--- config.mk ---
export PLATFORM = sky130hd
export DESIGN_NAME = itim_ram_flat
export DESIGN_NICKNAME = d
export VERILOG_FILES = /design/src/common/itim_cfg_pkg.sv /design/src/common/mem_bus_pkg.sv /design/src/common/itim_ram_if.sv /design/src/itim/itim_ram.sv /design/src/flat_wrapper.sv
export SDC_FILE = /design/constraint.sdc
export NUM_CORES = 2
export LEC_CHECK = 0
export BUFFER_PORTS_ARGS = -buffer_cell sky130_fd_sc_hd__buf_4
export CORE_UTILIZATION = 55
export CTS_CLUSTER_DIAMETER = 30
export DETAILED_ROUTE_END_ITERATION = 6
export GPL_TIMING_DRIVEN = 0
export PLACE_DENSITY = 0.71
export SETUP_SLACK_MARGIN = 0.4
export SYNTH_ARGS = -nofsm -noshare
export SYNTH_HDL_FRONTEND = slang
export SYNTH_SLANG_ARGS = --single-unit
--- constraint.sdc ---
create_clock -name clock -period 7.55 [get_ports clock]
set_input_delay 1.51 -clock clock [delete_from_list [all_inputs] [get_ports clock]]
set_output_delay 1.51 -clock clock [all_outputs]
set_load 0.01 [all_outputs]
--- src/common/itim_cfg_pkg.sv ---
package itim_cfg_pkg;

  // Geometry of the tightly-integrated memory
  localparam int default_depth = 64;
  localparam int default_width = 4;

  // Cacheable window, the top address is exclusive
  localparam logic [31:0] default_base_addr = 32'h0000_0000;
  localparam logic [31:0] default_top_addr = 32'h0001_0000;

  // idle_hit also serves hits without leaving the state
  typedef enum logic [1:0] {
    idle_hit,
    refill,
    bypass,
    fence_clear
  } fetch_state_t;

endpackage

--- src/common/mem_bus_pkg.sv ---
package mem_bus_pkg;

  // Byte address on the fetch port and on the backing bus
  typedef logic [31:0] addr_t;

  // One instruction word
  typedef logic [31:0] word_t;

  // Fetch result, word at addr in the low half and addr+4 in the high half
  typedef logic [63:0] dword_t;

endpackage
--- src/common/itim_ram_if.sv ---
`timescale 1ns/100ps

interface itim_ram_if #(
  parameter int index_bits = $clog2(itim_cfg_pkg::default_depth),
  parameter int entry_bits = 63 - index_bits - $clog2(itim_cfg_pkg::default_width)
);

  logic wen;
  logic [index_bits-1:0] waddr;
  logic [index_bits-1:0] raddr;
  logic [entry_bits-1:0] wdata;
  // Valid one cycle after raddr is sampled
  logic [entry_bits-1:0] rdata;

  modport ctrl (
    output wen, waddr, raddr, wdata,
    input rdata
  );

  modport bank (
    input wen, waddr, raddr, wdata,
    output rdata
  );

endinterface

--- src/itim/itim_ram.sv ---
`timescale 1ns/100ps

module itim_ram #(
  parameter int itim_depth = itim_cfg_pkg::default_depth,
  parameter int itim_width = itim_cfg_pkg::default_width
) (
  input logic clock,
  itim_ram_if.bank ram
);
  import mem_bus_pkg::*;

  localparam int word_bits = $clog2(itim_width);
  localparam int index_bits = $clog2(itim_depth);
  localparam int tag_bits = $bits(addr_t) - 2 - word_bits - index_bits;
  localparam int entry_bits = 1 + tag_bits + $bits(word_t);

  typedef logic [index_bits-1:0] index_t;
  typedef logic [entry_bits-1:0] entry_t;

  entry_t mem_array [itim_depth];
  index_t raddr_q;

  always_ff @(posedge clock) begin
    raddr_q <= ram.raddr;
    if (ram.wen) begin
      mem_array[ram.waddr] <= ram.wdata;
    end
  end

  // A write in the cycle before is already visible here
  assign ram.rdata = mem_array[raddr_q];

endmodule

--- src/flat_wrapper.sv ---
// flat-port wrapper written by rule: the top's interface ports become plain ports
module itim_ram_flat import mem_bus_pkg::*;
#(
  parameter int itim_depth = itim_cfg_pkg::default_depth,
  parameter int itim_width = itim_cfg_pkg::default_width
)
  (clock, ram_wen, ram_waddr, ram_raddr, ram_wdata, ram_rdata);
  itim_ram_if ram_i ();
  input logic clock;
  input wire logic [$bits(ram_i.wen)-1:0] ram_wen;
  input wire logic [$bits(ram_i.waddr)-1:0] ram_waddr;
  input wire logic [$bits(ram_i.raddr)-1:0] ram_raddr;
  input wire logic [$bits(ram_i.wdata)-1:0] ram_wdata;
  output wire logic [$bits(ram_i.rdata)-1:0] ram_rdata;
  assign ram_i.wen = ram_wen;
  assign ram_i.waddr = ram_waddr;
  assign ram_i.raddr = ram_raddr;
  assign ram_i.wdata = ram_wdata;
  assign ram_rdata = ram_i.rdata;
  itim_ram #(.itim_depth(itim_depth), .itim_width(itim_width)) u_core (.clock(clock), .ram(ram_i));
endmodule
==> flow_summary.yaml <==
floorplan:
  die_h_um: 495
  die_x_um: 495
  rows: 180
  start_util_pct: 55.4
  core-area_um2: 241000
  ioPinCount: 124
  dieArea_um2: 245000
critical_path:
  arrival_ns: 5.77
  critical_path.max_stage_delay_ns: 1.04
  critPathLaunchType: "flop"
  path_buf_inv: 3
  path_max_fanout: 10
  path_cells: "clkbuf_1, nand2b_1, clkbuf_1, o221ai_1, o22ai_1, and3_1, buf_4"
  path_common_cell: "clkbuf_1"
  path_delay_family: "buffers and inverters"
  required_ns: 6.04
  crit_type: "reg -> out"
  crit_path_end_kind: "output port"
  cpMaxStageDelayCell: "clkbuf_1"
clock_tree:
  hold_buffers: 0
  cts_buffers: 581
  clock_sinks: 3526
  clk_pin_slew_ns: 0.05
  postCtsResizedCells: 1
  htree_levels: 6
  clockBufferDepth: 4
  cts_tree: "done"
  clock-root-buffer: "clkbuf_16"
  postCtsSetupBuffers: 0
run:
  cap_violations: 2
sta:
  fmax_mhz: 137
  maxSlewHeadroom_pct: -2.53
  setup_viol_count_final: 0
  fin_crit_ns: 7.28
  final.period_utilization_pct: 96.4
  tightest_slew_ns: 1.54
  fin_tns_setup_ns: 0
  drv_slew: 11
  rsz0062_at_grt: "no"
  hold_viol_final: 0
pwr:
  combPwrFrac_pct: 4.5
  totalPowerFinal_w: 0.0507
  peakVddDrop_v: 0.000344
  p_leak_nw: 52.0
  p_sw_share_pct: 21.8
  p_clk_share_pct: 52.7
  internal_power_w: 0.0396
  p_switching_w: 0.0110
  power.share.sequential_pct: 42.9
  p_per_area_nw_per_um2: 313
route:
  vias: 72600
  first_iter_violations: 12300
  routed_wirelength_mm: 414
  drc: 2
  dr.pass1.iters: 7
  routedWlPerCell_um: 40.2
  via_per_inst: 7.06
  ant_nets: 0
yosys:
  synth_edf_count: 3520
  synth_common_cells: "edfxtp_1, mux4_2, clkbuf_1"
  netlist.area_leader.share_pct: 79.2
  avgSynthCellArea_um2: 23.3
  ys_seq_elements: 3526
  yosysMostFrequentCell: "edfxtp_1"
  yosys-top-cells-area: "edfxtp_1, mux4_2, mux2i_1, o221ai_1, mux2_2"
  ys_async_sr_fraction_pct: 0
  ys_seq_area_share_pct: 79.2
  synthCells: 5742
  synth_flop_cell: "edfxtp_1"
  synth_nets: 5811
  netlist_area_um2: 134000
  ys_warn_count: 0
  synth.distinct_cells: 41
  yosysTopAreaCell: "edfxtp_1"
layout:
  finalNetCount: 6685
  drive_gt1_share_pct: 32.6
  n_fill_cell: 14100
  reg.largest.list: "u_core.mem_array (3520)"
  largest_reg_flops: 3520
  stdcell_area_um2: 162000
  fin_cells: 10300
  regMostFlops: "u_core.mem_array"
  synthToLayoutAreaGrowth_pct: 21.4
outcome:
  run_status: "finished with violations"
  violations: "design-rule violations, max-capacitance violations, max-slew violations"
placed_design:
  io_buffers: 119
  gp_congestion: 0.870
  dpl_cell_area_um2: 142000
  post-dp-hpwl_mm: 256
  placed_cells: 9217
global_route:
  track_usage_pct: 34.0
  overflow: 0
  grt_pass1_vias: 72000
  antenna_found_initial: 41
  grt_max_degree: 65
  grt_first_pass_wirelength_mm: 566
min_path:
  hold_class: "in -> reg"
-- cells in the final DEF, fill, tap and decap left out, types with 12 or more instances in the layout --
cell type,instances
a211oi_1,17
a21oi_1,29
a221oi_1,83
a22oi_1,102
a31oi_1,14
and2_1,16
and3_1,14
buf_1,30
buf_12,121
buf_16,33
buf_2,86
buf_4,170
buf_6,29
bufinv_16,78
clkbuf_1,210
clkbuf_16,600
clkinv_1,72
clkinv_2,86
clkinv_4,32
clkinv_8,12
clkinvlp_4,50
diode_2,32
edfxtp_1,3520
inv_6,39
mux2_2,74
mux2i_1,149
mux4_2,812
nand2_1,102
nand2b_1,12
nor2_1,36
nor2_4,64
nor2b_1,14
o211a_1,27
o21ai_0,68
o221ai_1,116
o22ai_1,74
-- cell families after synthesis --
group                  share of synthesized area (%)
and+or+nand+nor                                 1.04
muxes                                           15.4
buffers and inverters                           1.24
DFF                                             79.2
AOI/OAI and AO/OA                               3.05
-- layout make-up --
class                      instances  area [um2]  area share (%)
inverter                           4        15.0         0.00926
buffer                           332        1650            1.02
clock inverter                   376        4330            2.67
clock buffer                     663       15200            9.39
tap                             3185        3990            2.46
timing repair buffer             291        4440            2.74
antenna                           32        80.1          0.0494
sequential                      3526      106000            65.3
multi-input combinational       1880       26600            16.4
-- power by group through the flow --
| stage | Clock [W] | Combinational (W) | Sequential (W) |
|---|---|---|---|
| finish | 0.0267 | 0.00226 | 0.0217 |
| global route | 0.0275 | 0.00230 | 0.0217 |
| CTS | 0.0267 | 0.00221 | 0.0217 |
| detailed placement | 0 | 0.00217 | 0.0221 |
| global placement | 0 | 0.00208 | 0.0221 |
| floorplan | 0 | 0.00105 | 0.0221 |
-- through the flow --
step	util, %	hold slack (ns)	worst slack (ns)
6_report	67.3	0.658	0.272
5_1_grt	67.3	0.631	0.429
4_1_cts	67.2	0.604	0.425
3_5_place_dp	59.1	1.62	1.27
3_3_place_gp	57.4	1.62	-5.14
2_1_floorplan	-	1.54	1.23
-- worst paths after layout --
check                   startpoint            end  slack, ns  cells past startpoint
worst max-delay path          flop  ram_rdata[39]       0.27                      7
worst min-delay path  ram_raddr[1]           flop       0.66                      1
-- routing by layer --
| layer | wire (um) | vias to the layer above | GRT usage, % |
|---|---|---|---|
| met5 | 87 | - | 0 |
| met4 | 26700 | 14 | 18.8 |
| met3 | 58200 | 1295 | 10.8 |
| met2 | 191000 | 6853 | 51.5 |
| met1 | 139000 | 37700 | 44.0 |
| li1 | - | 26800 | - |
No activity file was read; power rests on OpenSTA's default activity.
