File: src/common/itim_cfg_pkg.sv
package itim_cfg_pkg;

  // Geometry of the tightly-integrated memory
  localparam int default_depth = 64;
  localparam int default_width = 4;

  // Cacheable window, the top address is exclusive
  localparam logic [31:0] default_base_addr = 32'h0000_0000;
  localparam logic [31:0] default_top_addr = 32'h0001_0000;

  // idle_hit also serves hits without leaving the state
  typedef enum logic [1:0] {
    idle_hit,
    refill,
    bypass,
    fence_clear
  } fetch_state_t;

endpackage

File: src/common/mem_bus_pkg.sv
package mem_bus_pkg;

  // Byte address on the fetch port and on the backing bus
  typedef logic [31:0] addr_t;

  // One instruction word
  typedef logic [31:0] word_t;

  // Fetch result, word at addr in the low half and addr+4 in the high half
  typedef logic [63:0] dword_t;

endpackage
File: src/common/fetch_req_if.sv
`timescale 1ns/100ps

interface fetch_req_if #(
  parameter int word_bits = $clog2(itim_cfg_pkg::default_width),
  parameter int index_bits = $clog2(itim_cfg_pkg::default_depth),
  parameter int tag_bits = 30 - word_bits - index_bits
);
  import mem_bus_pkg::*;

  logic enable;
  logic fence;
  addr_t addr0;
  addr_t addr1;
  logic [tag_bits-1:0] tag0;
  logic [tag_bits-1:0] tag1;
  logic [index_bits-1:0] index0;
  logic [index_bits-1:0] index1;
  logic [word_bits-1:0] word0;
  logic [word_bits-1:0] word1;
  // Unregistered fields so the bank reads start with the request
  logic [index_bits-1:0] next_index0;
  logic [index_bits-1:0] next_index1;
  logic [word_bits-1:0] next_word0;
  logic [word_bits-1:0] next_word1;

  modport request (
    output enable, fence, addr0, addr1, tag0, tag1, index0, index1, word0, word1,
    output next_index0, next_index1, next_word0, next_word1
  );

  modport consumer (
    input enable, fence, addr0, addr1, tag0, tag1, index0, index1, word0, word1,
    input next_index0, next_index1, next_word0, next_word1
  );

endinterface

File: src/hdl/fetch_front.sv
`timescale 1ns/100ps

module fetch_front #(
  parameter int itim_depth = itim_cfg_pkg::default_depth,
  parameter int itim_width = itim_cfg_pkg::default_width
) (
  input logic clock,
  input logic reset,
  input logic fetch_valid,
  input logic fetch_fence,
  input mem_bus_pkg::addr_t fetch_addr,
  fetch_req_if.request req
);
  import mem_bus_pkg::*;

  localparam int word_bits = $clog2(itim_width);
  localparam int index_bits = $clog2(itim_depth);
  localparam int tag_low = word_bits + index_bits + 2;

  addr_t next_addr1;

  assign next_addr1 = fetch_addr + 32'd4;

  // Fields of the incoming request, used for the bank reads in this cycle
  assign req.next_word0 = fetch_addr[word_bits+1:2];
  assign req.next_word1 = next_addr1[word_bits+1:2];
  assign req.next_index0 = fetch_addr[tag_low-1:word_bits+2];
  assign req.next_index1 = next_addr1[tag_low-1:word_bits+2];

  always_ff @(posedge clock) begin
    if (!reset) begin
      req.enable <= 1'b0;
      req.fence <= 1'b0;
    end else begin
      req.enable <= fetch_valid;
      req.fence <= fetch_valid && fetch_fence;
    end
  end

  // Held until the next request so the controller can use them during a refill
  always_ff @(posedge clock) begin
    if (fetch_valid) begin
      req.addr0 <= fetch_addr;
      req.addr1 <= next_addr1;
      req.tag0 <= fetch_addr[$bits(addr_t)-1:tag_low];
      req.tag1 <= next_addr1[$bits(addr_t)-1:tag_low];
      req.index0 <= req.next_index0;
      req.index1 <= req.next_index1;
      req.word0 <= req.next_word0;
      req.word1 <= req.next_word1;
    end
  end

endmodule

File: src/flat_wrapper.sv
// flat-port wrapper written by rule: the top's interface ports become plain ports
module fetch_front_flat import mem_bus_pkg::*;
#(
  parameter int itim_depth = itim_cfg_pkg::default_depth,
  parameter int itim_width = itim_cfg_pkg::default_width
)
  (clock, reset, fetch_valid, fetch_fence, fetch_addr, req_enable, req_fence, req_addr0, req_addr1, req_tag0, req_tag1, req_index0, req_index1, req_word0, req_word1, req_next_index0, req_next_index1, req_next_word0, req_next_word1);
  fetch_req_if req_i ();
  input logic clock;
  input logic reset;
  input logic fetch_valid;
  input logic fetch_fence;
  input mem_bus_pkg::addr_t fetch_addr;
  output wire logic [$bits(req_i.enable)-1:0] req_enable;
  output wire logic [$bits(req_i.fence)-1:0] req_fence;
  output wire logic [$bits(req_i.addr0)-1:0] req_addr0;
  output wire logic [$bits(req_i.addr1)-1:0] req_addr1;
  output wire logic [$bits(req_i.tag0)-1:0] req_tag0;
  output wire logic [$bits(req_i.tag1)-1:0] req_tag1;
  output wire logic [$bits(req_i.index0)-1:0] req_index0;
  output wire logic [$bits(req_i.index1)-1:0] req_index1;
  output wire logic [$bits(req_i.word0)-1:0] req_word0;
  output wire logic [$bits(req_i.word1)-1:0] req_word1;
  output wire logic [$bits(req_i.next_index0)-1:0] req_next_index0;
  output wire logic [$bits(req_i.next_index1)-1:0] req_next_index1;
  output wire logic [$bits(req_i.next_word0)-1:0] req_next_word0;
  output wire logic [$bits(req_i.next_word1)-1:0] req_next_word1;
  assign req_enable = req_i.enable;
  assign req_fence = req_i.fence;
  assign req_addr0 = req_i.addr0;
  assign req_addr1 = req_i.addr1;
  assign req_tag0 = req_i.tag0;
  assign req_tag1 = req_i.tag1;
  assign req_index0 = req_i.index0;
  assign req_index1 = req_i.index1;
  assign req_word0 = req_i.word0;
  assign req_word1 = req_i.word1;
  assign req_next_index0 = req_i.next_index0;
  assign req_next_index1 = req_i.next_index1;
  assign req_next_word0 = req_i.next_word0;
  assign req_next_word1 = req_i.next_word1;
  fetch_front #(.itim_depth(itim_depth), .itim_width(itim_width)) u_core (.clock(clock), .reset(reset), .fetch_valid(fetch_valid), .fetch_fence(fetch_fence), .fetch_addr(fetch_addr), .req(req_i));
endmodule
File: config.mk
export PLATFORM = sky130hd
export DESIGN_NAME = fetch_front_flat
export DESIGN_NICKNAME = d
export VERILOG_FILES = /design/src/common/itim_cfg_pkg.sv /design/src/common/mem_bus_pkg.sv /design/src/common/fetch_req_if.sv /design/src/hdl/fetch_front.sv /design/src/flat_wrapper.sv
export SDC_FILE = /design/constraint.sdc
export NUM_CORES = 1
export LEC_CHECK = 0
export BUFFER_PORTS_ARGS = -buffer_cell sky130_fd_sc_hd__buf_2
export CORE_UTILIZATION = 47
export CTS_CLUSTER_SIZE = 8
export DETAILED_ROUTE_END_ITERATION = 10
export HOLD_SLACK_MARGIN = 0.08
export PLACE_DENSITY = 0.81
export SKIP_LAST_GASP = 1
export SYNTH_ARGS = -nofsm -noshare
export SYNTH_HDL_FRONTEND = slang
export SYNTH_SLANG_ARGS = --single-unit
File: constraint.sdc
create_clock -name clock -period 3.51 [get_ports clock]
set_input_delay 0.351 -clock clock [delete_from_list [all_inputs] [get_ports clock]]
set_output_delay 0.351 -clock clock [all_outputs]
set_load 0.005 [all_outputs]
==> out/summary.md <==
The flow ran to the end, and the final reports show no timing, DRC or antenna violations. The total of warnings raised by yosys was 0; the area share of the largest cell type after synthesis was 60.1%. The run gives 227 as the cell count after synthesis. Of all nets on the critical path, the largest fanout is 8. The fraction of layout instances using a drive strength above 1 is 57.4%. After layout, the worst setup slack is 1820 ps.

Routability-driven placement finished with a final weighted congestion of 0.712. The max-slew violation count is 0. The final clock period utilization by the worst path is 48.1%, and the number of placed I/O pins is 178.

Counting the fill cells in the layout gives 512. Clock tree synthesis found a total of 64 sinks. The top flip-flop cell by instance count after synthesis is edfxtp_1. The run gives 5750 um as the final wirelength. The floorplan has 29 rows. Hold repair after CTS inserted 0 buffers. The tools report the number of global-route vias before repair as 1773. buf_4 is the most common cell in the netlist. The initial antenna violation count was 0. The async set or reset register ratio after synthesis was 0%; the number of enable flip-flop cells after synthesis was 62. Setup violations remaining at the end of the flow were counted as 0. The level count of the clock H-tree was 3. After synthesis, the cell types taking the most area are edfxtp_1, buf_4, xnor2_1. The core region is 6350 sq um. Power spread over the standard cell area amounts to 466 nW/um^2. Entering global routing, the biggest net connects 39 pins.

TritonCTS built the clock tree. By count the netlist is led by buf_4, edfxtp_1, xnor2_1. The detailed router placed 1991 vias in this run.

Counting every net in the synthesized netlist gives 264. The HPWL after detailed placement is 4350 um. The design draws 0.00171 W. The maximum root-to-sink buffer count was 2; the total of buffers placed on input and output ports was 177. The largest total area in the synthesized netlist belongs to edfxtp_1. The number of maximum-capacitance constraint violations is 0, and the detail-routed via count per cell is 4.74. The peak supply drop was 0.282 mV.

The kind of critical path is primary input to flip-flop. Sequential elements use 61.4% of the synthesized area. The count of nets left with antenna violations after detail routing was 0. The global-route wire length before repair is 8760 um. The element type at the critical path end is a flip-flop.

The distinct cell type count of the synthesized netlist is 21, and the final routed wire length divided by cell count is 13.7 um. In this run the clock root is driven by a clkbuf_8. Static timing analysis puts the maximum clock frequency at 0.593 GHz. The tightest min-delay check is of the primary input to flip-flop type.

The worst hold slack after final layout came out at 205 ps. The synthesized design contains 64 register bits. The DRC violations left is 0, and the final sum of negative setup slack is 0 ps. After clock tree synthesis, the clock-pin slew on the worst setup and hold paths is 70 ps. The run gives 0 as the total congestion overflow. From left edge to right edge, the die measures 83.2 um. The logs give 1460 ps for the post-placement setup slack and 4 for the number of detailed-route iterations in the first pass. The hold violation count in the final report was 0; the worst endpoint data arrival time was 1760 ps. The floorplan step set the die height to 83.2 um. The worst setup path is launched from a primary input. 0 antenna diodes ended up in the layout. The tools report the post-synthesis cell area as 3100 sq um. The worst path needs 1690 ps of the cycle, external delays included. For this configuration, the core starts out at a cell density of 48.7%. The tools report the initial detailed-routing violation count as 57.

The number of post-CTS setup repair buffers is 0, and the synthesis-to-layout area growth is 18.8%. The logs give 1.62 nW for the static leakage power and 3580 ps for the required time of the worst setup path. For the pin with the worst max-slew slack, the measured transition is 830 ps.

Counting the buffers created by CTS gives 9. After clock tree synthesis, the repair step resized 0 gates. The die covers 6910 sq um. Average cell area after synthesis: 13.6 sq um.

The max-slew headroom at the worst pin was 44.7%; the overall track demand over capacity in global routing was 16.5%. The run gives 375 as the number of nets at the end of the flow. Setup repair after global routing left no endpoint under its margin.
==> worst paths after layout <==
path,from,to,slack (ps),depth (start not counted)
hold / removal,fetch_addr[1],u_core.req.addr1[1],210,1
setup / recovery,fetch_addr[2],u_core.req.tag1[12],1820,6
==> metrics by stage <==
stage	cells	area (sq um)	util (%)
floorplan	227	3100	-
global placement	404	3500	55.1
detailed placement	404	3500	55.1
CTS	420	3680	57.9
global route	420	3680	57.9
finish	420	3680	57.9
==> placed cells by master, fill, tap and decap left out, drive strengths merged, types with 2 or more instances in the layout <==
master | Yosys | final
clkinv | 0 | 2
nor2 | 4 | 4
nand3 | 13 | 13
and3 | 6 | 6
nor3 | 3 | 3
nand2 | 10 | 10
xor2 | 7 | 7
clkbuf | 0 | 13
buf | 78 | 178
edfxtp | 62 | 62
dfxtp | 2 | 2
xnor2 | 21 | 21
nor4 | 4 | 4
inv | 3 | 3
nand4 | 9 | 9
and4 | 2 | 2
==> cells by family after synthesis <==
kind of cell	count (synthesis)	share of synthesized area (%)
buffers and inverters	81	19.3
adder cells (fa/ha/maj)	1	0.404
XOR/XNOR	28	7.92
flip-flops	64	61.4
AND/OR/NAND/NOR	53	11.0
==> area by class of cell <==
cell class	instances	area (sq um)	share of cell area, %
Sequential cell	64	1900	51.7
Timing Repair Buffer	178	893	24.3
Multi-Input combinational cell	82	597	16.2
Clock buffer	13	159	4.32
Tap cell	77	96.3	2.62
Clock inverter	3	17.5	0.477
Inverter	3	11.3	0.306
==> where the power goes <==
group / internal, W / total [W] / switching, W
Sequential: 0.000907 / 0.000933 / 0.0000258
Combinational: 0.000110 / 0.000225 / 0.000114
Clock: 0.000293 / 0.000557 / 0.000263
==> sequential cells by signal, indices dropped and copies added (netlist names) <==
name / flops
u_core.req.tag0: 22
u_core.req.addr1: 4
u_core.req.index0: 5
u_core.req.index1: 5
u_core.req.word0: 1
u_core.req.addr0: 2
u_core.req.fence: 1
u_core.req.enable: 1
u_core.req.tag1: 22
u_core.req.word1: 1
==> layer usage <==
metal | vias to the layer above | GRT usage (%) | wire [um] | share of wire [%]
li1 | 945 | - | - | -
met1 | 943 | 19.3 | 2350 | 41
met2 | 97 | 28.7 | 3020 | 52
met3 | 6 | 3.58 | 327 | 5.7
met4 | 0 | 7.68 | 59 | 1.0
met5 | - | 0 | 0 | 0
==> critical path: stages <==
cell	delay [ps]
buf_2	160
ha_1	250
inv_1	90
nor4_4	550
nand3_1	190
xnor2_1	170
(Power assumes the default switching activity.)
