**src/common/mem_bus_pkg.sv**
```systemverilog
package mem_bus_pkg;

  // Byte address on the fetch port and on the backing bus
  typedef logic [31:0] addr_t;

  // One instruction word
  typedef logic [31:0] word_t;

  // Fetch result, word at addr in the low half and addr+4 in the high half
  typedef logic [63:0] dword_t;

endpackage
```
**src/common/mem_req_if.sv**
```systemverilog
`timescale 1ns/100ps

interface mem_req_if;
  import mem_bus_pkg::*;

  // valid is held with a stable addr until ready pulses
  logic valid;
  addr_t addr;
  logic ready;
  word_t rdata;

  modport requester (
    output valid, addr,
    input ready, rdata
  );

  modport responder (
    input valid, addr,
    output ready, rdata
  );

endinterface

```
**src/hdl/wb_fetch_master.sv**
```systemverilog
`timescale 1ns/100ps

module wb_fetch_master (
  input logic clock,
  input logic reset,
  mem_req_if.responder mem,
  input mem_bus_pkg::word_t wb_rdata,
  input logic wb_ack,
  output logic wb_cyc,
  output logic wb_stb,
  output mem_bus_pkg::addr_t wb_adr
);
  import mem_bus_pkg::*;

  typedef enum logic [1:0] {
    idle,
    busy,
    done
  } bus_state_t;

  bus_state_t state;
  word_t read_data;

  always_ff @(posedge clock) begin
    if (!reset) begin
      state <= idle;
    end else begin
      case (state)
        idle: if (mem.valid) state <= busy;
        busy: if (wb_ack) state <= done;
        default: state <= idle;
      endcase
    end
  end

  always_ff @(posedge clock) begin
    if (state == idle && mem.valid) begin
      wb_adr <= mem.addr;
    end
    if (state == busy && wb_ack) begin
      read_data <= wb_rdata;
    end
  end

  // The done cycle keeps cyc low between two reads
  assign wb_cyc = state == busy;
  assign wb_stb = state == busy;
  assign mem.ready = state == done;
  assign mem.rdata = read_data;

endmodule

```
**src/flat_wrapper.sv**
```systemverilog
// flat-port wrapper written by rule: the top's interface ports become plain ports
module wb_fetch_master_flat import mem_bus_pkg::*;
  (clock, reset, wb_rdata, wb_ack, wb_cyc, wb_stb, wb_adr, mem_valid, mem_addr, mem_ready, mem_rdata);
  mem_req_if mem_i ();
  input logic clock;
  input logic reset;
  input mem_bus_pkg::word_t wb_rdata;
  input logic wb_ack;
  output logic wb_cyc;
  output logic wb_stb;
  output mem_bus_pkg::addr_t wb_adr;
  input wire logic [$bits(mem_i.valid)-1:0] mem_valid;
  input wire logic [$bits(mem_i.addr)-1:0] mem_addr;
  output wire logic [$bits(mem_i.ready)-1:0] mem_ready;
  output wire logic [$bits(mem_i.rdata)-1:0] mem_rdata;
  assign mem_i.valid = mem_valid;
  assign mem_i.addr = mem_addr;
  assign mem_ready = mem_i.ready;
  assign mem_rdata = mem_i.rdata;
  wb_fetch_master u_core (.clock(clock), .reset(reset), .mem(mem_i), .wb_rdata(wb_rdata), .wb_ack(wb_ack), .wb_cyc(wb_cyc), .wb_stb(wb_stb), .wb_adr(wb_adr));
endmodule
```
**config.mk**
```make
export PLATFORM = sky130hd
export DESIGN_NAME = wb_fetch_master_flat
export DESIGN_NICKNAME = d
export VERILOG_FILES = /design/src/common/mem_bus_pkg.sv /design/src/common/mem_req_if.sv /design/src/hdl/wb_fetch_master.sv /design/src/flat_wrapper.sv
export SDC_FILE = /design/constraint.sdc
export NUM_CORES = 1
export LEC_CHECK = 0
export BUFFER_PORTS_ARGS = -buffer_cell sky130_fd_sc_hd__buf_2
export CORE_ASPECT_RATIO = 1.1
export CORE_MARGIN = 4
export CORE_UTILIZATION = 40
export CTS_BUF_LIST = sky130_fd_sc_hd__clkbuf_4
export CTS_CLUSTER_SIZE = 20
export DETAILED_ROUTE_END_ITERATION = 6
export HOLD_SLACK_MARGIN = 0.02
export PLACE_DENSITY = 0.82
export SLEW_MARGIN = 20
export SYNTH_ARGS = -nofsm -noshare
export SYNTH_HDL_FRONTEND = slang
export SYNTH_SLANG_ARGS = --single-unit
export TNS_END_PERCENT = 50
```
**constraint.sdc**
```tcl
create_clock -name clock -period 2.5 [get_ports clock]
set_input_delay 0.125 -clock clock [delete_from_list [all_inputs] [get_ports clock]]
set_output_delay 0.125 -clock clock [all_outputs]
set_load 0.02 [all_outputs]
```
==> results of run 1 <==
[layout make-up]
class | instances | share of cell area
Tap cell | 56 | 0.0195
Sequential cell | 66 | 0.545
Clock inverter | 7 | 0.0233
Clock buffer | 9 | 0.0188
Timing Repair Buffer | 203 | 0.377
Multi-Input combinational cell | 9 | 0.0163
[routing by layer]
metal | global-route usage | vias to the layer above
li1 | - | 725
met1 | 0.209 | 690
met2 | 0.325 | 116
met3 | 0.116 | 10
met4 | 0.112 | 0
met5 | 0 | -
[registers in the layout, indices dropped and copies added, names as in the netlist]
register	count
u_core.mem.rdata	32
u_core.state	2
u_core.wb_adr	32
[worst max-delay path, cell delays in order, from the launching register on]
cell,delay [ns]
dfxtp_1,0.44
and2b_1,0.24
buf_2,0.16
[kinds of logic after synthesis]
family / Yosys count / share of synthesized area
simple gates: 8 / 0.0253
flops: 66 / 0.968
buf+inv: 1 / 0.00371
compound gates: 1 / 0.00247
[how the worst min path moves through the flow]
stage	to	slack [ns]
after floorplan	u_core.mem.rdata[0]$_DFFE_PP_	0.22
after global placement	u_core.wb_adr[16]$_DFFE_PP_	0.30
after detailed placement	u_core.mem.rdata[17]$_DFFE_PP_	0.30
after CTS	u_core.wb_adr[2]$_DFFE_PP_	0.39
after global routing	u_core.mem.rdata[21]$_DFFE_PP_	0.39
final	u_core.wb_adr[2]$_DFFE_PP_	0.42
[per-stage QoR]
step	power (mW)	instance area, sq um	cells	hold slack (ns)
floorplan	1.42	2030	76	0.224
global placement	1.51	2780	267	0.301
CTS	2.33	3600	350	0.390
detailed placement	1.52	2780	267	0.303
finish	2.34	3600	350	0.417
global route	2.44	3600	350	0.393
[cells in the final DEF (no fill, tap or decap), types with 2 or more instances in the layout]
master and count:
dfxtp_1 2, bufinv_16 2, buf_2 134, clkinv_1 3, edfxtp_1 64, buf_4 2
dlygate4sd3_1 67, clkbuf_4 9, nand2b_1 3
[Yosys cell counts]
| cell | n |
|---|---|
| buf_4 | 1 |
| dfxtp_1 | 2 |
| edfxtp_1 | 64 |
| nand2b_1 | 3 |
| nor2_1 | 1 |
| a21oi_1 | 1 |
| and2b_1 | 1 |
| and3b_1 | 1 |
| and2_1 | 1 |
| nor2b_1 | 1 |
[power breakdown]
group / internal (mW) / switching [mW] / leakage (nW)
clock network: 0.394 / 0.359 / 0.0784
logic: 0.145 / 0.148 / 0.852
registers: 1.28 / 0.0151 / 0.616
[repair_timing]
item | CTS | global route
gates resized for setup | 0 | 0
hold buffers | 67 | 0
endpoints found under the hold margin | 66 | 0
setup endpoints to repair | 0 | 0
==> Implementation_results.wiki, run 1 <==
{| class="wikitable"
! Metric !! Value
|-
| Outcome || completed
|-
| Area of all sequential standard cells || 0.00196 sq mm
|-
| Final setup violation count || 0
|-
| Top Metal Used || met4
|-
| CTS tree || yes
|-
| Cell count of the worst reg-to-reg path || 3
|-
| Height of the die || 82.6 um
|-
| Routed Wire Length || 6000 um
|-
| Wire length of the first global-routing pass || 8760 um
|-
| Detailed-route DRC error count || 0
|-
| Worst Setup End Kind || output pin
|-
| Die W || 75.9 um
|-
| P&R area growth vs syn || 77.6%
|-
| Cell area power density || 650 mW/mm^2
|-
| Critical path arrival || 1.23 ns
|-
| Total congestion overflow after global routing || 0
|-
| Worst Path Class, Setup || reg -> out
|-
| Total number of vias || 1,541
|-
| Area of the core || 0.00478 sq mm
|-
| Maximum net fanout on the critical path || 5
|-
| Worst clock skew || 0.00877 ns
|-
| Worst path required time || 2.38 ns
|-
| Origin of the worst setup path || u_core.state[1]$_SDFFE_PN0P_
|-
| Synth unique cells || 10
|-
| Number of violations of the max-capacitance limit || 0
|-
| Peak supply drop || 424 uV
|-
| Insertion delay of the later-clocked pin in the worst-skew pair || 0.40 ns
|-
| Tcrit/Tclk final || 0.544
|-
| Static power due to leakage || 1.55 nW
|-
| Total number of yosys warnings || 0
|-
| H-tree depth reported by CTS || 3
|-
| Number of diodes added for antenna fixing || 0
|-
| Net count after synthesis || 144
|-
| Ratio of cells with drive above 1 in the final layout || 0.510
|-
| Hold Crit Start || mem_valid
|-
| Cells taking the most area after synthesis || edfxtp_1 (95%), dfxtp_1 (2.0%), nand2b_1 (0.93%), and3b_1 (0.43%), and2b_1 (0.37%)
|-
| Worst Slack Setup Final || 1.14 ns
|-
| Setup slack, reg-to-reg || 1.16 ns
|-
| Inserted Clock Buffers || 9
|-
| Synthesis-stage register bit count || 66
|-
| Number of fill cells || 264
|-
| Number of buffers between clock root and the deepest sink || 2
|-
| F_max || 736 MHz
|-
| Destination of the critical timing path || wb_cyc
|-
| Antenna violation net count after detailed routing || 0
|-
| Wire length on met3 || 967 um
|-
| Proportion of netlist area held by the largest area contributor || 0.949
|-
| Gate Count Post-Synth || 76
|-
| Starting utilization of the core area || 0.424
|-
| Source of the worst register-to-register timing path || u_core.state[0]$_SDFFE_PN0P_
|-
| Time the final worst path needs with I/O delays and setup || 1.36 ns
|-
| Routed length on met1 || 2100 um
|-
| Unrepaired setup endpoints after global routing || false
|-
| Number of ports placed on the die boundary || 135
|-
| Initial DRC Count || 87
|-
| Final HPWL DP || 2980 um
|-
| Relative max-transition margin || 0.735
|-
| Count of port buffers added during placement || 134
|-
| Pin count of the biggest net entering global routing || 34
|-
| Hold Path Cell Cnt || 4
|-
| Total negative setup slack || 0 ns
|-
| Floorplan die area || 0.00627 sq mm
|-
| Reg-to-Reg End || u_core.wb_adr[9]$_DFFE_PP_
|-
| Nets || 357
|-
| Setup repair bufs after CTS || 0
|-
| Post-route core utilization || 0.752
|-
| Type of origin of the critical path || flop
|-
| GRT Resource Usage Total || 0.204
|-
| Final number of hold-violating endpoints || 0
|-
| DR vias/cell || 4.40
|-
| Sinks on Clock Net || 66
|-
| Placement Rows || 26
|-
| Number of search-and-repair iterations in the first detailed-routing pass || 4
|-
| Slew @ Worst Pin || 0.397 ns
|-
| Sequential element share of the synthesized area || 0.968
|-
| Worst-case setup slack after placement || 1.20 ns
|-
| Post-detailed-route wirelength per cell || 17.2 um
|-
| Number of pins with negative max-slew slack in the final report || 0
|-
| Post-synthesis instance area || 0.00203 sq mm
|-
| Initial antenna violation count || 0
|-
| Last weighted congestion value of the routability-driven placer || 0.660
|-
| Class of the worst hold path || in -> reg
|-
| Multi-input gate area in the final layout || 58.8 sq um
|-
| Via count of the first global-routing pass || 1,709
|-
| Routed length on met2 || 2830 um
|-
| Synthesized area per cell || 26.7 sq um
|-
| Root Driver || clkbuf_4
|-
| Biggest area consumer among synthesized cells || edfxtp_1
|-
| Clock-pin slew of the registers on the worst-case setup and hold paths || 0.10 ns
|}
Note: power is estimated with default switching activity, not from simulation.
==> run 2: changes to the inputs <==
Clock period 2.5 ns to 1.3 ns, I/O delays scaled along.
==> run 2 against run 1 <==
  * The run now ends with setup timing left
  * Clock skew down 0.0018 ns
  * Utilization up 0.16 points
  * Largest cell class unchanged
  * Critical path type is now reg -> reg
  * Non-clock buffer count up 2
  * Highest routed layer unchanged
==> Implementation_results.wiki, run 2 (same netlist as run 1, synthesis figures left out) <==
{| class="wikitable"
! Metric !! Value
|-
| Sinks on Clock Net || 66 (unchanged)
|-
| Worst clock skew || 0.00695 ns (was 0.00877 ns)
|-
| P&R area growth vs syn || 78.0% (was 77.6%)
|-
| Die W || 75.9 um (unchanged)
|-
| Routed Wire Length || 6200 um (was 6000 um)
|-
| Clock-pin slew of the registers on the worst-case setup and hold paths || 0.09 ns (was 0.10 ns)
|-
| Number of ports placed on the die boundary || 135 (unchanged)
|-
| GRT Resource Usage Total || 0.200 (was 0.204)
|-
| Number of diodes added for antenna fixing || 0 (unchanged)
|-
| Maximum net fanout on the critical path || 4 (was 5)
|-
| H-tree depth reported by CTS || 3 (unchanged)
|-
| Number of violations of the max-capacitance limit || 0 (unchanged)
|-
| Starting utilization of the core area || 0.424 (unchanged)
|-
| Number of pins with negative max-slew slack in the final report || 0 (unchanged)
|-
| Pin count of the biggest net entering global routing || 33 (was 34)
|-
| Slew @ Worst Pin || 0.181 ns (was 0.397 ns)
|-
| Number of fill cells || 274 (was 264)
|-
| Static power due to leakage || 1.55 nW (about the same)
|-
| Area of the core || 0.00478 sq mm (unchanged)
|-
| Final setup violation count || 1 (was 0)
|-
| Antenna violation net count after detailed routing || 0 (unchanged)
|-
| Critical path arrival || 1.64 ns (was 1.23 ns)
|-
| Count of port buffers added during placement || 134 (unchanged)
|-
| F_max || 762 MHz
|-
| Worst Setup End Kind || flop (was output pin)
|-
| Ratio of cells with drive above 1 in the final layout || 0.538 (was 0.510)
|-
| Placement Rows || 26 (unchanged)
|-
| Insertion delay of the later-clocked pin in the worst-skew pair || 0.38 ns (was 0.40 ns)
|-
| Last weighted congestion value of the routability-driven placer || 0.693 (was 0.660)
|-
| Time the final worst path needs with I/O delays and setup || 1.31 ns
|-
| Wire length of the first global-routing pass || 8650 um (was 8760 um)
|-
| Worst path required time || 1.63 ns (was 2.38 ns)
|-
| Total cell area at the placement stage || 0.00283 sq mm (was 0.00278 sq mm)
|-
| Height of the die || 82.6 um (unchanged)
|-
| Final HPWL DP || 3280 um (was 2980 um)
|-
| Unrepaired setup endpoints after global routing || true (was false)
|-
| Via count of the first global-routing pass || 1,767 (was 1,709)
|-
| Nets || 359 (was 357)
|-
| Total congestion overflow after global routing || 0 (unchanged)
|-
| Most common cell after layout, fill and taps aside || buf_2 (unchanged)
|-
| Cell area power density || 1130 mW/mm^2 (was 650 mW/mm^2)
|-
| Violations in the final reports || setup timing
|-
| Post-route core utilization || 0.754 (was 0.752)
|-
| Post-detailed-route wirelength per cell || 17.8 um (was 17.2 um)
|-
| Overall power of the completed layout || 4.08 mW (was 2.34 mW)
|-
| Type of origin of the critical path || flop (unchanged)
|-
| Initial antenna violation count || 0 (unchanged)
|-
| Detailed-route DRC error count || 0 (unchanged)
|-
| DR vias/cell || 4.58 (was 4.40)
|-
| Number of buffers between clock root and the deepest sink || 2 (unchanged)
|-
| Root Driver || clkbuf_4 (unchanged)
|-
| CTS tree || yes (unchanged)
|-
| Outcome || finished with violations (was completed)
|-
| Total number of vias || 1,595 (was 1,541)
|-
| Tcrit/Tclk final || 1.01
|-
| Final number of hold-violating endpoints || 0 (unchanged)
|-
| Floorplan die area || 0.00627 sq mm (unchanged)
|-
| Initial DRC Count || 51 (was 87)
|-
| Worst Path Class, Setup || reg -> reg (was reg -> out)
|-
| Class of the worst hold path || in -> reg (unchanged)
|-
| Inserted Clock Buffers || 9 (unchanged)
|-
| Highest-count cells in the layout ignoring fill and taps || buf_2 (132), dlygate4sd3_1 (66), edfxtp_1 (64), clkbuf_4 (10), buf_6 (3) (was buf_2 (134), dlygate4sd3_1 (67), edfxtp_1 (64), clkbuf_4 (9))
|-
| Worst Slack Setup Final || -0.0115 ns (was 1.14 ns)
|-
| Peak supply drop || 924 uV (was 424 uV)
|-
| Final instance area || 0.00361 sq mm (was 0.00360 sq mm)
|-
| Worst-case setup slack after placement || 0.165 ns (was 1.20 ns)
|-
| Number of search-and-repair iterations in the first detailed-routing pass || 4 (unchanged)
|-
| Relative max-transition margin || 0.879 (was 0.735)
|}
[run 2: cell types whose count changed in the layout (fill, tap and decap cells not counted), sizes merged]
cell         previous run  this run
buf                   136       139
bufinv                  2         0
clkinv                  4         2
clkbuf                  9        10
clkinvlp                1         0
dlygate4sd3            67        66
[run 2: worst paths after layout]
| path | slack (ns) | startpoint | endpoint | cells after the start |
|---|---|---|---|---|
| max reg2reg | -0.01 | u_core.state[1]$_SDFFE_PN0P_ | u_core.state[0]$_SDFFE_PN0P_ | 4 |
| max | -0.01 | u_core.state[1]$_SDFFE_PN0P_ | u_core.state[0]$_SDFFE_PN0P_ | 4 |
| min reg2reg | 0.80 | u_core.state[1]$_SDFFE_PN0P_ | u_core.mem.rdata[25]$_DFFE_PP_ | 1 |
| min | 0.22 | wb_ack | u_core.mem.rdata[25]$_DFFE_PP_ | 2 |
[run 2: worst max-delay path, cell delays in order, from the launching register on]
cell and delay [ns]:
dfxtp_2 0.33, buf_6 0.11, nand2b_1 0.15, a21oi_2 0.11
dlygate4sd3_1 0.55
[run 2: metal layers]
layer | part of all wire | track usage
met5 | 0 | 0
met3 | 0.14 | 0.0956
met4 | 0.013 | 0.114
met1 | 0.35 | 0.207
met2 | 0.50 | 0.328
[run 2: timing repair]
action / 4_1_cts / 5_1_grt
hold buffers: 66 / 0
setup buffers: 0 / 1
cloned: 0 / 0
resized for setup: 0 / 8
hold endpoints to repair: 66 / 0
endpoints found under the setup margin: 2 / 4
[run 2: cell type report]
class | count | area (sq um) | area share
multi-input cells | 9 | 77.6 | 0.0215
clock inverters | 2 | 8.76 | 0.00243
flip-flops and latches | 66 | 1960 | 0.545
well taps | 56 | 70.1 | 0.0194
clock buffers | 10 | 75.1 | 0.0208
repair buffers | 205 | 1410 | 0.391
[run 2: where the power goes]
group,total (mW),switching [mW],internal [mW],leakage [nW]
Combinational,0.602,0.298,0.304,0.877
Sequential,2.49,0.0303,2.46,0.617
Clock,0.988,0.623,0.365,0.0515
[run 2: metrics by stage]
step,hold WS (ns),std cells,TNS [ns]
global placement,0.241,269,0
floorplan,0.164,76,-2.03
CTS,0.180,347,-0.00650
finish,0.219,348,-0.0115
detailed placement,0.243,269,0
global route,0.200,348,-0.0587
==> run 3: changes to the inputs <==
Settings changed: CORE_UTILIZATION 40 to 43, CTS_CLUSTER_SIZE 20 to 24, PLACE_DENSITY 0.82 to 0.87.
==> run 3 against run 2 <==
  * Combinational power is essentially flat
  * Non-clock buffer count up 1
  * Largest power group unchanged
  * Register-to-register slack gained 0.09 ns
  * Sequential share of layout area down 0.30 points
  * Clock power hardly changed
  * Final cell count increased by 0.86%
  * The run now ends clean
  * Largest cell class unchanged
  * Utilization is 6.8 points higher
  * Critical endpoint is now wb_stb
  * Final area up 0.56%
  * Global-route usage rose by 1.6 points
  * Critical path type is now reg -> out
  * Clock-buffer cell count is the same
==> Implementation_results.wiki, run 3 (same netlist as run 1, synthesis figures left out) <==
{| class="wikitable"
! Metric !! Value
|-
| GRT Resource Usage Total || 0.216 (was 0.200)
|-
| Number of violations of the max-capacitance limit || 0 (unchanged)
|-
| Die W || 73.4 um (was 75.9 um)
|-
| Source of the worst register-to-register timing path || u_core.state[1]$_SDFFE_PN0P_ (unchanged)
|-
| Root Driver || clkbuf_4 (unchanged)
|-
| H-tree depth reported by CTS || 3 (unchanged)
|-
| Critical path arrival || 1.19 ns (was 1.64 ns)
|-
| Routed Wire Length || 6100 um (was 6200 um)
|-
| Number of pins with negative max-slew slack in the final report || 0 (unchanged)
|-
| Buf+Inv Stages, Crit Path || 2 (unchanged)
|-
| Origin of the worst setup path || u_core.state[1]$_SDFFE_PN0P_ (unchanged)
|-
| Total negative setup slack || 0 ns (was -0.0115 ns)
|-
| Final HPWL DP || 3480 um (was 3280 um)
|-
| Slowest library cell on the worst path || dfxtp_2 (was dlygate4sd3_1)
|-
| Detailed-route DRC error count || 0 (unchanged)
|-
| Wire length of the first global-routing pass || 8980 um (was 8650 um)
|-
| Initial DRC Count || 74 (was 51)
|-
| Post-route core utilization || 0.822 (was 0.754)
|-
| Worst Path Class, Setup || reg -> out (was reg -> reg)
|-
| Pin count of the biggest net entering global routing || 34 (was 33)
|-
| Maximum net fanout on the critical path || 4 (unchanged)
|-
| Post-detailed-route wirelength per cell || 17.4 um (was 17.8 um)
|-
| Number of buffers between clock root and the deepest sink || 2 (unchanged)
|-
| Hold Path Cell Cnt || 2 (unchanged)
|-
| Worst clock skew || 0.00759 ns (was 0.00695 ns)
|-
| Overall power of the completed layout || 4.11 mW (was 4.08 mW)
|-
| Final std cells w/o fill || 351 (was 348)
|-
| Number of search-and-repair iterations in the first detailed-routing pass || 5 (was 4)
|-
| Cell area power density || 1130 mW/mm^2 (about the same)
|-
| DR vias/cell || 4.64 (was 4.58)
|-
| Most common cell after layout, fill and taps aside || buf_2 (unchanged)
|-
| Max incr delay on CP || 0.34 ns (was 0.55 ns)
|-
| Sinks on Clock Net || 66 (unchanged)
|-
| Total cell area at the placement stage || 0.00282 sq mm (was 0.00283 sq mm)
|-
| Static power due to leakage || 1.55 nW (about the same)
|-
| Worst-case setup slack after placement || 0.177 ns (was 0.165 ns)
|-
| Via count of the first global-routing pass || 1,780 (was 1,767)
|-
| Slew @ Worst Pin || 0.169 ns (was 0.181 ns)
|-
| Worst Setup End Kind || output pin (was flop)
|-
| Count of port buffers added during placement || 134 (unchanged)
|-
| Type of origin of the critical path || flop (unchanged)
|-
| Hold_ws || 0.384 ns (was 0.219 ns)
|-
| Worst path required time || 1.24 ns (was 1.63 ns)
|-
| Time the final worst path needs with I/O delays and setup || 1.26 ns (was 1.31 ns)
|-
| Area of the core || 0.00441 sq mm (was 0.00478 sq mm)
|-
| Insertion delay of the later-clocked pin in the worst-skew pair || 0.37 ns (was 0.38 ns)
|-
| Worst Slack Setup Final || 0.0430 ns (was -0.0115 ns)
|-
| CTS tree || yes (unchanged)
|-
| Antenna violation net count after detailed routing || 0 (unchanged)
|-
| Capture endpoint of the worst hold path || u_core.wb_adr[20]$_DFFE_PP_ (was u_core.mem.rdata[25]$_DFFE_PP_)
|-
| Outcome || completed (was finished with violations)
|-
| Final number of hold-violating endpoints || 0 (unchanged)
|-
| Inserted Clock Buffers || 9 (unchanged)
|-
| Cell count of the worst reg-to-reg path || 3 (was 4)
|-
| Crit path max-delay family || flip-flops (was buffers and inverters)
|-
| Starting utilization of the core area || 0.459 (was 0.424)
|-
| Tcrit/Tclk final || 0.967 (was 1.01)
|-
| Cell repeated most along the worst path || buf_6
|-
| Number of fill cells || 214 (was 274)
|-
| Final setup violation count || 0 (was 1)
|-
| Last weighted congestion value of the routability-driven placer || 0.700 (was 0.693)
|-
| Number of diodes added for antenna fixing || 0 (unchanged)
|-
| Highest-count cells in the layout ignoring fill and taps || buf_2 (131), dlygate4sd3_1 (67), edfxtp_1 (64), clkbuf_4 (10), clkinv_1 (5) (was buf_2 (132), dlygate4sd3_1 (66), edfxtp_1 (64), clkbuf_4 (10), buf_6 (3))
|-
| Floorplan die area || 0.00587 sq mm (was 0.00627 sq mm)
|-
| Nets || 360 (was 359)
|-
| Peak supply drop || 842 uV (was 924 uV)
|-
| Height of the die || 80.0 um (was 82.6 um)
|-
| Total number of vias || 1,627 (was 1,595)
|-
| Setup slack, reg-to-reg || 0.08 ns (was -0.01 ns)
|-
| Initial antenna violation count || 0 (unchanged)
|-
| Reg-to-Reg End || u_core.mem.rdata[13]$_DFFE_PP_ (was u_core.state[0]$_SDFFE_PN0P_)
|-
| Ratio of cells with drive above 1 in the final layout || 0.522 (was 0.538)
|-
| Unrepaired setup endpoints after global routing || true (unchanged)
|-
| Total instance count after detailed placement || 266 (was 269)
|-
| Relative max-transition margin || 0.887 (was 0.879)
|-
| Total congestion overflow after global routing || 0 (unchanged)
|-
| Chain of cells forming the critical path || buf_6 > and2b_1 > buf_6 (was buf_6 > nand2b_1 > a21oi_2 > dlygate4sd3_1)
|-
| Hold Crit Start || mem_addr[20] (was wb_ack)
|-
| P&R area growth vs syn || 79.0% (was 78.0%)
|-
| Final instance area || 0.00363 sq mm (was 0.00361 sq mm)
|-
| Clock-pin slew of the registers on the worst-case setup and hold paths || 0.10 ns (was 0.09 ns)
|-
| Class of the worst hold path || in -> reg (unchanged)
|-
| Number of ports placed on the die boundary || 135 (unchanged)
|-
| Placement Rows || 25 (was 26)
|-
| F_max || 796 MHz (was 762 MHz)
|}
## run 3: how the worst max path moves through the flow
| stage | to | slack (ns) | cells past startpoint |
|---|---|---|---|
| after floorplan | u_core.wb_adr[0]$_DFFE_PP_ | -0.06 | 2 |
| after global placement | u_core.wb_adr[12]$_DFFE_PP_ | 0.21 | 3 |
| after detailed placement | u_core.wb_adr[12]$_DFFE_PP_ | 0.18 | 3 |
| after CTS | wb_cyc | 0.002 | 3 |
| after global routing | wb_stb | -0.01 | 3 |
| final | wb_stb | 0.04 | 3 |
## run 3: layer usage
| layer | share of wire | global-route usage | vias up |
|---|---|---|---|
| li1 | - | - | 732 |
| met1 | 0.35 | 0.226 | 758 |
| met2 | 0.48 | 0.349 | 123 |
| met3 | 0.14 | 0.113 | 14 |
| met4 | 0.024 | 0.111 | 0 |
| met5 | 0 | 0 | - |
## run 3: timing repair
item	in CTS	in global routing
hold buffers	67	0
setup endpoints to repair	3	2
gates resized for setup	4	3
hold endpoints to repair	66	0
buffers inserted	0	2
## run 3: report_power, final
group | switching (mW) | leakage (nW) | total, mW | internal (mW)
clock | 0.639 | 0.0578 | 1.02 | 0.381
combinational | 0.295 | 0.880 | 0.599 | 0.304
sequential | 0.0294 | 0.617 | 2.49 | 2.46
## run 3: final cells by class
type                            instances  area, sq um  share of cell area
Multi-Input combinational cell          9         72.6              0.0200
Sequential cell                        66         1960               0.542
Timing Repair Buffer                  206         1420               0.392
Clock buffer                           10         75.1              0.0207
Clock inverter                          6         23.8             0.00656
Tap cell                               54         67.6              0.0186
## run 3: worst register-to-register path, stage by stage, from the launching register on
cell and delay, ns:
dfxtp_2 0.34, buf_4 0.12, and3b_2 0.26, buf_12 0.21
